===== src/include/core_defines.svh =====
`ifndef CORE_DEFINES_SVH
`define CORE_DEFINES_SVH

`define WORD_WIDTH     16
`define REG_ADDR_WIDTH 3
`define RESET_PC       16'h0000

// Opcodes live in bits 15 to 11.
`define OPC_HALT  5'b00000
`define OPC_NOP   5'b00001
`define OPC_J     5'b00100
`define OPC_ADDI  5'b01000
`define OPC_BEQZ  5'b01100
`define OPC_RTYPE 5'b11011

`define FUNCT_ADD 2'b00
`define FUNCT_SUB 2'b01
`define FUNCT_AND 2'b10
`define FUNCT_XOR 2'b11

`endif


===== src/logic/core_pkg.sv =====
`default_nettype none

`include "core_defines.svh"

package core_pkg;

    typedef struct packed {
        logic [4:0]                   opcode;
        logic [`REG_ADDR_WIDTH-1:0]   rs;
        logic [`REG_ADDR_WIDTH-1:0]   rt;
        logic [`REG_ADDR_WIDTH-1:0]   rd;
        logic [1:0]                   funct;
    } r_view_t;

    typedef struct packed {
        logic [4:0]                   opcode;
        logic [`REG_ADDR_WIDTH-1:0]   rs;
        logic [`REG_ADDR_WIDTH-1:0]   rd;
        logic [4:0]                   imm;
    } i_view_t;

    // Decode reads each instruction word as R-type or as I-type.
    typedef union packed {
        r_view_t r;
        i_view_t i;
    } instr_u;

    // The low two bits of the R-type operations equal the funct codes.
    typedef enum logic [4:0] {
        ALU_ADD    = 5'd0,
        ALU_SUB    = 5'd1,
        ALU_AND    = 5'd2,
        ALU_XOR    = 5'd3,
        ALU_PASS_B = 5'd4
    } alu_op_e;

endpackage

`default_nettype wire


===== src/logic/core_top.sv =====
`timescale 1ns/1ps
`default_nettype none

`include "core_defines.svh"

module core_top (
    input  wire logic                   clk,
    input  wire logic                   rst,
    output logic                        wb_cyc,
    output logic                        wb_stb,
    output logic [`WORD_WIDTH-1:0]      wb_adr,
    input  wire logic                   wb_ack,
    input  wire logic [`WORD_WIDTH-1:0] wb_dat_i,
    output logic                        retire_valid,
    output logic [`REG_ADDR_WIDTH-1:0]  retire_reg,
    output logic [`WORD_WIDTH-1:0]      retire_data,
    output logic                        halted
);
    import core_pkg::*;

    instr_u                     instr;
    logic                       instr_valid;
    logic [`WORD_WIDTH-1:0]     pc;
    logic                       redirect;
    logic [`WORD_WIDTH-1:0]     redirect_pc;
    logic                       halt_seen;
    logic [`WORD_WIDTH-1:0]     read1;
    logic [`WORD_WIDTH-1:0]     read2;
    logic                       control_zero;

    logic [`WORD_WIDTH-1:0]     id_pc, id_read1, id_read2, id_imm, id_jumpaddr;
    logic [1:0]                 id_funct;
    logic [`REG_ADDR_WIDTH-1:0] id_write_reg, id_rs, id_rt, id_rd;
    alu_op_e                    id_alu_op;
    logic                       id_alu_src, id_branch, id_reg_write, id_jump, id_halt;
    logic                       id_rs_valid, id_rt_valid;

    logic [`WORD_WIDTH-1:0]     ex_pc, ex_read1, ex_read2, ex_imm, ex_jumpaddr;
    logic [1:0]                 ex_funct;
    logic [`REG_ADDR_WIDTH-1:0] ex_write_reg, ex_rs, ex_rt, ex_rd;
    alu_op_e                    ex_alu_op;
    logic                       ex_alu_src, ex_branch, ex_reg_write, ex_jump, ex_halt;
    logic                       ex_rs_valid, ex_rt_valid;

    fetch_wb i_fetch_wb (
        .clk(clk), .rst(rst), .wb_ack(wb_ack), .wb_dat_i(wb_dat_i),
        .redirect(redirect), .redirect_pc(redirect_pc), .halt_seen(halt_seen),
        .wb_cyc(wb_cyc), .wb_stb(wb_stb), .wb_adr(wb_adr),
        .instr(instr), .instr_valid(instr_valid), .pc(pc)
    );

    decode i_decode (
        .instr(instr), .instr_valid(instr_valid), .pc(pc), .redirect(redirect),
        .read1(read1), .read2(read2), .rs(id_rs), .rt(id_rt),
        .id_pc(id_pc), .id_read1(id_read1), .id_read2(id_read2), .id_imm(id_imm),
        .id_jumpaddr(id_jumpaddr), .id_funct(id_funct), .id_write_reg(id_write_reg),
        .id_alu_op(id_alu_op), .id_alu_src(id_alu_src), .id_branch(id_branch),
        .id_reg_write(id_reg_write), .id_jump(id_jump), .id_halt(id_halt), .id_rd(id_rd),
        .id_rs_valid(id_rs_valid), .id_rt_valid(id_rt_valid), .control_zero(control_zero)
    );

    reg_file i_reg_file (
        .clk(clk), .rst(rst), .rs(id_rs), .rt(id_rt),
        .we(retire_valid), .waddr(retire_reg), .wdata(retire_data),
        .read1(read1), .read2(read2)
    );

    idex_reg i_idex_reg (
        .clk(clk), .rst(rst), .control_zero(control_zero),
        .id_pc(id_pc), .id_read1(id_read1), .id_read2(id_read2), .id_imm(id_imm),
        .id_jumpaddr(id_jumpaddr), .id_funct(id_funct), .id_write_reg(id_write_reg),
        .id_alu_op(id_alu_op), .id_alu_src(id_alu_src), .id_branch(id_branch),
        .id_reg_write(id_reg_write), .id_jump(id_jump), .id_halt(id_halt),
        .id_rs(id_rs), .id_rt(id_rt), .id_rd(id_rd),
        .id_rs_valid(id_rs_valid), .id_rt_valid(id_rt_valid),
        .ex_pc(ex_pc), .ex_read1(ex_read1), .ex_read2(ex_read2), .ex_imm(ex_imm),
        .ex_jumpaddr(ex_jumpaddr), .ex_funct(ex_funct), .ex_write_reg(ex_write_reg),
        .ex_alu_op(ex_alu_op), .ex_alu_src(ex_alu_src), .ex_branch(ex_branch),
        .ex_reg_write(ex_reg_write), .ex_jump(ex_jump), .ex_halt(ex_halt),
        .ex_rs(ex_rs), .ex_rt(ex_rt), .ex_rd(ex_rd),
        .ex_rs_valid(ex_rs_valid), .ex_rt_valid(ex_rt_valid)
    );

    execute i_execute (
        .clk(clk), .rst(rst),
        .ex_pc(ex_pc), .ex_read1(ex_read1), .ex_read2(ex_read2), .ex_imm(ex_imm),
        .ex_jumpaddr(ex_jumpaddr), .ex_funct(ex_funct), .ex_write_reg(ex_write_reg),
        .ex_alu_op(ex_alu_op), .ex_alu_src(ex_alu_src), .ex_branch(ex_branch),
        .ex_reg_write(ex_reg_write), .ex_jump(ex_jump), .ex_halt(ex_halt),
        .ex_rs(ex_rs), .ex_rt(ex_rt), .ex_rd(ex_rd),
        .ex_rs_valid(ex_rs_valid), .ex_rt_valid(ex_rt_valid),
        .redirect(redirect), .redirect_pc(redirect_pc), .halt_seen(halt_seen),
        .halted(halted), .retire_valid(retire_valid), .retire_reg(retire_reg),
        .retire_data(retire_data)
    );

endmodule

`default_nettype wire


===== src/logic/decode.sv =====
`timescale 1ns/1ps
`default_nettype none

`include "core_defines.svh"

module decode (
    input  core_pkg::instr_u                instr,
    input  wire logic                       instr_valid,
    input  wire logic [`WORD_WIDTH-1:0]     pc,
    input  wire logic                       redirect,
    input  wire logic [`WORD_WIDTH-1:0]     read1,
    input  wire logic [`WORD_WIDTH-1:0]     read2,
    output logic [`REG_ADDR_WIDTH-1:0]      rs,
    output logic [`REG_ADDR_WIDTH-1:0]      rt,
    output logic [`WORD_WIDTH-1:0]          id_pc,
    output logic [`WORD_WIDTH-1:0]          id_read1,
    output logic [`WORD_WIDTH-1:0]          id_read2,
    output logic [`WORD_WIDTH-1:0]          id_imm,
    output logic [`WORD_WIDTH-1:0]          id_jumpaddr,
    output logic [1:0]                      id_funct,
    output logic [`REG_ADDR_WIDTH-1:0]      id_write_reg,
    output core_pkg::alu_op_e               id_alu_op,
    output logic                            id_alu_src,
    output logic                            id_branch,
    output logic                            id_reg_write,
    output logic                            id_jump,
    output logic                            id_halt,
    output logic [`REG_ADDR_WIDTH-1:0]      id_rd,
    output logic                            id_rs_valid,
    output logic                            id_rt_valid,
    output logic                            control_zero
);
    import core_pkg::*;

    logic [10:0] jump_off;

    assign rs       = instr.r.rs;
    assign rt       = instr.r.rt;
    assign id_rd    = instr.r.rd;
    assign id_funct = instr.r.funct;
    assign id_pc    = pc;
    assign id_read1 = read1;
    assign id_read2 = read2;

    assign jump_off    = {instr.i.rs, instr.i.rd, instr.i.imm};  // J reads all eleven low bits.
    assign id_imm      = {{(`WORD_WIDTH-5){instr.i.imm[4]}}, instr.i.imm};
    assign id_jumpaddr = {{(`WORD_WIDTH-11){jump_off[10]}}, jump_off};

    assign control_zero = ~instr_valid | redirect;

    always_comb begin
        id_alu_op    = ALU_PASS_B;
        id_alu_src   = 1'b0;
        id_branch    = 1'b0;
        id_reg_write = 1'b0;
        id_jump      = 1'b0;
        id_halt      = 1'b0;
        id_rs_valid  = 1'b0;
        id_rt_valid  = 1'b0;
        id_write_reg = instr.r.rd;
        case (instr.r.opcode)
            `OPC_RTYPE: begin
                id_alu_op    = alu_op_e'({3'b000, instr.r.funct});
                id_reg_write = 1'b1;
                id_rs_valid  = 1'b1;
                id_rt_valid  = 1'b1;
            end
            `OPC_ADDI: begin
                id_alu_op    = ALU_ADD;
                id_alu_src   = 1'b1;
                id_reg_write = 1'b1;
                id_rs_valid  = 1'b1;
                id_write_reg = instr.i.rd;  // Destination sits where R-type keeps rt.
            end
            `OPC_BEQZ: begin
                id_branch   = 1'b1;
                id_rs_valid = 1'b1;
            end
            `OPC_J:    id_jump = 1'b1;
            `OPC_HALT: id_halt = 1'b1;
            default: begin
            end
        endcase
    end

endmodule

`default_nettype wire


===== src/logic/execute.sv =====
`timescale 1ns/1ps
`default_nettype none

`include "core_defines.svh"

module execute (
    input  wire logic                       clk,
    input  wire logic                       rst,
    input  wire logic [`WORD_WIDTH-1:0]     ex_pc,
    input  wire logic [`WORD_WIDTH-1:0]     ex_read1,
    input  wire logic [`WORD_WIDTH-1:0]     ex_read2,
    input  wire logic [`WORD_WIDTH-1:0]     ex_imm,
    input  wire logic [`WORD_WIDTH-1:0]     ex_jumpaddr,
    input  wire logic [1:0]                 ex_funct,
    input  wire logic [`REG_ADDR_WIDTH-1:0] ex_write_reg,
    input  core_pkg::alu_op_e               ex_alu_op,
    input  wire logic                       ex_alu_src,
    input  wire logic                       ex_branch,
    input  wire logic                       ex_reg_write,
    input  wire logic                       ex_jump,
    input  wire logic                       ex_halt,
    input  wire logic [`REG_ADDR_WIDTH-1:0] ex_rs,
    input  wire logic [`REG_ADDR_WIDTH-1:0] ex_rt,
    input  wire logic [`REG_ADDR_WIDTH-1:0] ex_rd,
    input  wire logic                       ex_rs_valid,
    input  wire logic                       ex_rt_valid,
    output logic                            redirect,
    output logic [`WORD_WIDTH-1:0]          redirect_pc,
    output logic                            halt_seen,
    output logic                            halted,
    output logic                            retire_valid,
    output logic [`REG_ADDR_WIDTH-1:0]      retire_reg,
    output logic [`WORD_WIDTH-1:0]          retire_data
);
    import core_pkg::*;

    logic [`WORD_WIDTH-1:0] op_a;
    logic [`WORD_WIDTH-1:0] op_b_reg;
    logic [`WORD_WIDTH-1:0] op_b;
    logic [`WORD_WIDTH-1:0] alu_result;
    logic [`WORD_WIDTH-1:0] offset;

    // The previous instruction's result bypasses the register file.
    assign op_a = (ex_rs_valid && retire_valid && retire_reg == ex_rs) ? retire_data : ex_read1;
    assign op_b_reg = (ex_rt_valid && retire_valid && retire_reg == ex_rt) ? retire_data
                                                                           : ex_read2;
    assign op_b = ex_alu_src ? ex_imm : op_b_reg;

    always_comb begin
        case (ex_alu_op)
            ALU_ADD: alu_result = op_a + op_b;
            ALU_SUB: alu_result = op_a - op_b;
            ALU_AND: alu_result = op_a & op_b;
            ALU_XOR: alu_result = op_a ^ op_b;
            default: alu_result = op_b;
        endcase
    end

    assign offset      = ex_jump ? ex_jumpaddr : ex_imm;
    assign redirect_pc = ex_pc + `WORD_WIDTH'd2 + {offset[`WORD_WIDTH-2:0], 1'b0};
    assign redirect    = ((ex_branch && op_a == '0) || ex_jump) && !halted;
    assign halt_seen   = ex_halt;

    always_ff @(posedge clk) begin
        if (rst) begin
            retire_valid <= 1'b0;
            halted       <= 1'b0;
        end else begin
            retire_valid <= ex_reg_write & ~halted;  // Nothing behind a halt retires.
            halted       <= halted | ex_halt;
        end
    end

    always_ff @(posedge clk) begin
        retire_reg  <= ex_write_reg;
        retire_data <= alu_result;
    end

    a_quiet_after_halt: assert property (@(posedge clk) disable iff (rst)
        halted |-> (!redirect && !retire_valid));

    // R-type fields pass decode and ID/EX as one consistent set.
    a_rtype_fields: assert property (@(posedge clk) disable iff (rst)
        (ex_reg_write && !ex_alu_src) |-> (ex_alu_op[1:0] == ex_funct && ex_write_reg == ex_rd));

endmodule

`default_nettype wire


===== src/logic/fetch_wb.sv =====
`timescale 1ns/1ps
`default_nettype none

`include "core_defines.svh"

module fetch_wb (
    input  wire logic                   clk,
    input  wire logic                   rst,
    input  wire logic                   wb_ack,
    input  wire logic [`WORD_WIDTH-1:0] wb_dat_i,
    input  wire logic                   redirect,
    input  wire logic [`WORD_WIDTH-1:0] redirect_pc,
    input  wire logic                   halt_seen,
    output logic                        wb_cyc,
    output logic                        wb_stb,
    output logic [`WORD_WIDTH-1:0]      wb_adr,
    output core_pkg::instr_u            instr,
    output logic                        instr_valid,
    output logic [`WORD_WIDTH-1:0]      pc
);

    logic [`WORD_WIDTH-1:0] fetch_pc;
    logic                   running;
    logic                   stopped;
    logic                   take;

    assign wb_cyc = running & ~halt_seen;  // Drops in the same cycle halt is in execute.
    assign wb_stb = wb_cyc;
    assign wb_adr = fetch_pc;
    assign take   = wb_cyc & wb_ack & ~redirect;

    always_ff @(posedge clk) begin
        if (rst) begin
            running <= 1'b0;
            stopped <= 1'b0;
        end else begin
            stopped <= stopped | halt_seen;
            running <= ~(stopped | halt_seen);  // Once stopped, never restarts.
        end
    end

    always_ff @(posedge clk) begin
        if (rst) begin
            fetch_pc    <= `RESET_PC;
            instr_valid <= 1'b0;
        end else if (redirect) begin
            fetch_pc    <= redirect_pc;  // Any ack in this cycle is dropped.
            instr_valid <= 1'b0;
        end else begin
            instr_valid <= take;
            if (take) begin
                fetch_pc <= fetch_pc + `WORD_WIDTH'd2;
            end
        end
    end

    always_ff @(posedge clk) begin
        if (take) begin
            instr <= wb_dat_i;
            pc    <= fetch_pc;
        end
    end

    // A request waiting for ack keeps its address unless fetch is redirected or halted.
    a_hold_request: assert property (@(posedge clk) disable iff (rst)
        (wb_stb && !wb_ack && !redirect) |=> (halt_seen || (wb_cyc && $stable(wb_adr))));

endmodule

`default_nettype wire


===== src/logic/idex_reg.sv =====
`timescale 1ns/1ps
`default_nettype none

`include "core_defines.svh"

module idex_reg (
    input  wire logic                       clk,
    input  wire logic                       rst,
    input  wire logic                       control_zero,
    input  wire logic [`WORD_WIDTH-1:0]     id_pc,
    input  wire logic [`WORD_WIDTH-1:0]     id_read1,
    input  wire logic [`WORD_WIDTH-1:0]     id_read2,
    input  wire logic [`WORD_WIDTH-1:0]     id_imm,
    input  wire logic [`WORD_WIDTH-1:0]     id_jumpaddr,
    input  wire logic [1:0]                 id_funct,
    input  wire logic [`REG_ADDR_WIDTH-1:0] id_write_reg,
    input  core_pkg::alu_op_e               id_alu_op,
    input  wire logic                       id_alu_src,
    input  wire logic                       id_branch,
    input  wire logic                       id_reg_write,
    input  wire logic                       id_jump,
    input  wire logic                       id_halt,
    input  wire logic [`REG_ADDR_WIDTH-1:0] id_rs,
    input  wire logic [`REG_ADDR_WIDTH-1:0] id_rt,
    input  wire logic [`REG_ADDR_WIDTH-1:0] id_rd,
    input  wire logic                       id_rs_valid,
    input  wire logic                       id_rt_valid,
    output logic [`WORD_WIDTH-1:0]          ex_pc,
    output logic [`WORD_WIDTH-1:0]          ex_read1,
    output logic [`WORD_WIDTH-1:0]          ex_read2,
    output logic [`WORD_WIDTH-1:0]          ex_imm,
    output logic [`WORD_WIDTH-1:0]          ex_jumpaddr,
    output logic [1:0]                      ex_funct,
    output logic [`REG_ADDR_WIDTH-1:0]      ex_write_reg,
    output core_pkg::alu_op_e               ex_alu_op,
    output logic                            ex_alu_src,
    output logic                            ex_branch,
    output logic                            ex_reg_write,
    output logic                            ex_jump,
    output logic                            ex_halt,
    output logic [`REG_ADDR_WIDTH-1:0]      ex_rs,
    output logic [`REG_ADDR_WIDTH-1:0]      ex_rt,
    output logic [`REG_ADDR_WIDTH-1:0]      ex_rd,
    output logic                            ex_rs_valid,
    output logic                            ex_rt_valid
);

    always_ff @(posedge clk) begin
        if (rst) begin
            ex_pc        <= '0;
            ex_read1     <= '0;
            ex_read2     <= '0;
            ex_imm       <= '0;
            ex_jumpaddr  <= '0;
            ex_funct     <= '0;
            ex_write_reg <= '0;
            ex_alu_op    <= core_pkg::ALU_ADD;
            ex_alu_src   <= 1'b0;
            ex_branch    <= 1'b0;
            ex_reg_write <= 1'b0;
            ex_jump      <= 1'b0;
            ex_halt      <= 1'b0;
            ex_rs        <= '0;
            ex_rt        <= '0;
            ex_rd        <= '0;
            ex_rs_valid  <= 1'b0;
            ex_rt_valid  <= 1'b0;
        end else begin
            ex_pc        <= id_pc;
            ex_read1     <= id_read1;
            ex_read2     <= id_read2;
            ex_imm       <= id_imm;
            ex_jumpaddr  <= id_jumpaddr;
            ex_funct     <= id_funct;
            ex_write_reg <= id_write_reg;
            ex_alu_op    <= id_alu_op;
            ex_alu_src   <= id_alu_src;
            ex_branch    <= id_branch & ~control_zero;  // A bubble has no side effects.
            ex_reg_write <= id_reg_write & ~control_zero;
            ex_jump      <= id_jump & ~control_zero;
            ex_halt      <= id_halt & ~control_zero;
            ex_rs        <= id_rs;
            ex_rt        <= id_rt;
            ex_rd        <= id_rd;
            ex_rs_valid  <= id_rs_valid;
            ex_rt_valid  <= id_rt_valid;
        end
    end

    // Decode never marks one instruction as both a writer and a halt.
    a_no_write_halt: assert property (@(posedge clk) disable iff (rst)
        !(ex_reg_write && ex_halt));

endmodule

`default_nettype wire


===== src/logic/reg_file.sv =====
`timescale 1ns/1ps
`default_nettype none

`include "core_defines.svh"

module reg_file (
    input  wire logic                       clk,
    input  wire logic                       rst,
    input  wire logic [`REG_ADDR_WIDTH-1:0] rs,
    input  wire logic [`REG_ADDR_WIDTH-1:0] rt,
    input  wire logic                       we,
    input  wire logic [`REG_ADDR_WIDTH-1:0] waddr,
    input  wire logic [`WORD_WIDTH-1:0]     wdata,
    output logic [`WORD_WIDTH-1:0]          read1,
    output logic [`WORD_WIDTH-1:0]          read2
);

    logic [`WORD_WIDTH-1:0] regs [0:(1<<`REG_ADDR_WIDTH)-1];

    always_ff @(posedge clk) begin
        if (rst) begin
            for (int i = 0; i < (1 << `REG_ADDR_WIDTH); i++) begin
                regs[i] <= '0;
            end
        end else if (we) begin
            regs[waddr] <= wdata;
        end
    end

    // Write-through lets decode see the value retiring this cycle.
    assign read1 = (we && waddr == rs) ? wdata : regs[rs];
    assign read2 = (we && waddr == rt) ? wdata : regs[rt];

endmodule

`default_nettype wire


===== config.mk =====
export PLATFORM = sky130hd
export DESIGN_NAME = core_top
export DESIGN_NICKNAME = d
export VERILOG_FILES = /design/src/logic/core_pkg.sv /design/src/logic/core_top.sv /design/src/logic/decode.sv /design/src/logic/execute.sv /design/src/logic/fetch_wb.sv /design/src/logic/idex_reg.sv /design/src/logic/reg_file.sv
export VERILOG_INCLUDE_DIRS = /design/src /design/src/include
export SDC_FILE = /design/constraint.sdc
export NUM_CORES = 1
export LEC_CHECK = 0
export ABC_AREA = 1
export BUFFER_PORTS_ARGS = -buffer_cell sky130_fd_sc_hd__buf_4
export CAP_MARGIN = 10
export CORE_MARGIN = 4
export CORE_UTILIZATION = 60
export CTS_CLUSTER_DIAMETER = 100
export DETAILED_ROUTE_END_ITERATION = 8
export PLACE_DENSITY = 0.86
export SLEW_MARGIN = 5
export SYNTH_ARGS = -nofsm -noshare
export SYNTH_HDL_FRONTEND = slang
export SYNTH_HIERARCHICAL = 1
export SYNTH_SLANG_ARGS = --single-unit

===== constraint.sdc =====
create_clock -name clk -period 10.2 [get_ports clk]
set_clock_uncertainty 0.05 [all_clocks]
set_input_delay 1.02 -clock clk [delete_from_list [all_inputs] [get_ports clk]]
set_output_delay 1.02 -clock clk [all_outputs]
set_load 0.02 [all_outputs]

==> flow_summary.toml <==
[cells_and_area]
drive_above_1_share_pct = 9.79
largest_register = "i_reg_file/regs"
area_delta_synth_final_pct = 4.84
largest_reg_flops = 128
fin_nets = 2333
antennaDiodeCount = 0

[global_route]
antenna_found_initial = 0
grt_pass1_vias = 14800
grt_overflow_total = 0
grt.total_usage_pct = 29.1
grt_pass1_wl_um = 73700
grt_max_degree = 71

[clock_tree]
root_buffer = "clkbuf_16"
cts_hold_buf = 0
cts_setup_buffers = 0
clk_path_buf_depth = 3
ctsResizeCount = 0
numCtsBuffers = 30
clk_latency_ns = 0.57
cts_num_sinks = 300
cts_tree = "yes"
htreeDepth = 1
path_clk_slew_ns = 0.06

[run]
drv_cap = 0

[drt]
via_per_inst = 5.70
drt-initial-drc-count = 2174
remaining_drc_errors = 0
totalWireLength_um = 47700
wire_per_inst_um = 17.9
vias = 15200
dr.pass1.iters = 9
antenna_left = 0

[timing]
rsz0062_at_grt = "false"
setup-tns-final_ns = 0
setup_viol = 0
tightest_slew_ns = 1.20
fmax_mhz = 205
timing.final.crit_share_pct = 47.8
maxSlewViolCount = 0
slew_headroom_pct = 19.6
hold_viol = 0
period_needed_ns = 4.87
holdWs_ns = 0.276

[synthesis]
syn_avg_cell_area_um2 = 7.55
ys_warn_count = 6
syn_area_um2 = 17600
syn_inst = 2332

[worst_setup_path]
critPathSlowestCell = "nand4_1"
path_max_fanout = 32
endpoint_kind = "flip-flop"
worstSetupPathType = "reg2reg"
cp_data_required_time_ns = 10.58
slowest_delay_ns = 0.90
critPathMostFrequentCell = "nand2_1"
crit_path_cell_trace = "inv_1, a21oi_1, nand4_1, o21ai_0, nand2_1, nor4_1, nand3_1, a21oi_2, inv_2, nand2_4, inv_1, nand2_1, nand2_1, nand2_1, o21ai_0"
critPathArrivalTime_ns = 5.25
critPathLaunchType = "flip-flop"

[floorplan]
core_um2 = 28900
die-area_um2 = 32200
die_w_um = 179
fp.dieH_um = 179
start_util_pct = 61.0
num_io_pins = 58
rows = 62

[placement]
port-buffer-count = 57
hpwl_um = 30600
place_congestion = 1.04

[pwr]
p_per_area_nw_per_um2 = 160
p_sw_share_pct = 27.0
power.switching_uw = 801
comb_power_share_pct = 13.8
irDropWorstVdd_v = 0.000148
pwr-share-clk_pct = 39.8
power_leakage_uw = 0.00894
p_int_uw = 2160
seqPwrFrac_pct = 46.4

[status]
outcome = "finished clean"

[worst_hold_path]
min_path_type = "reg2reg"
## through the flow
step	cell area [µm²]	std cells	utilization [%]	setup slack, ns	power, µW
final	18500	2661	64.0	5.33	2960
after global routing	18500	2661	64.0	4.93	3060
after CTS	18500	2661	64.0	5.49	2960
after detailed placement	17400	2605	60.3	5.55	1790
after global placement	17400	2605	60.3	5.74	1780
after floorplan	17600	2333	-	6.46	1690
## cell usage in the layout, fill, tap and decap left out, types with 7 or more instances in the layout
cell,count
nand2_4,7
inv_1,349
o2111ai_1,7
clkinv_2,9
edfxtp_1,160
dfxtp_1,140
nand3_1,279
o21ai_0,46
buf_4,68
nand2_2,26
a21oi_1,31
nor2_4,19
xor2_1,20
xnor2_1,11
nand2_1,608
nor3_1,10
ha_1,59
inv_2,20
clkbuf_16,31
nor2_1,266
nand4_1,16
nor2_2,9
## routing by layer
| layer | wire, µm | share of wire (%) | track usage, % | vias up |
|---|---|---|---|---|
| met2 | 21900 | 46 | 48.7 | 1021 |
| met3 | 5980 | 13 | 5.98 | 226 |
| met4 | 2650 | 5.6 | 14.9 | 0 |
| met1 | 17200 | 36 | 35.9 | 6859 |
| li1 | - | - | - | 7055 |
| met5 | 0 | 0 | 0 | - |
## worst max-delay path, delay by kind of cell (launching register included)
family | cells | cell delay, ns
AOI/OAI and AO/OA | 4 | 1.89
buffers and inverters | 3 | 0.44
DFF | 1 | 0.50
and+or+nand+nor | 8 | 1.85
## final cells by class
class	count	area, µm²
Fill cell	2358	10400
Sequential cell	300	7610
Multi-Input combinational cell	1482	7400
Inverter	371	1400
Clock buffer	37	838
Timing Repair Buffer	68	510
Tap cell	384	480
Clock inverter	19	228
## power groups by stage
stage | clock network (µW) | logic [µW] | registers (µW)
global route | 1230 | 448 | 1380
finish | 1180 | 408 | 1380
global placement | 0 | 381 | 1400
CTS | 1180 | 398 | 1370
floorplan | 0 | 300 | 1390
detailed placement | 0 | 394 | 1400
## final timing paths
kind / start / to / slack, ns / depth (start not counted)
setup / recovery: i_execute/retire_reg[2] / i_fetch_wb/wb_adr[4] / 5.33 / 15
hold / removal: i_idex_reg/ex_write_reg[0] / i_execute/retire_reg[0] / 0.28 / 0
setup reg to reg: i_execute/retire_reg[2] / i_fetch_wb/wb_adr[4] / 5.33 / 15
hold reg to reg: i_idex_reg/ex_write_reg[0] / i_execute/retire_reg[0] / 0.28 / 0
Power figures use the tool's default switching activity.
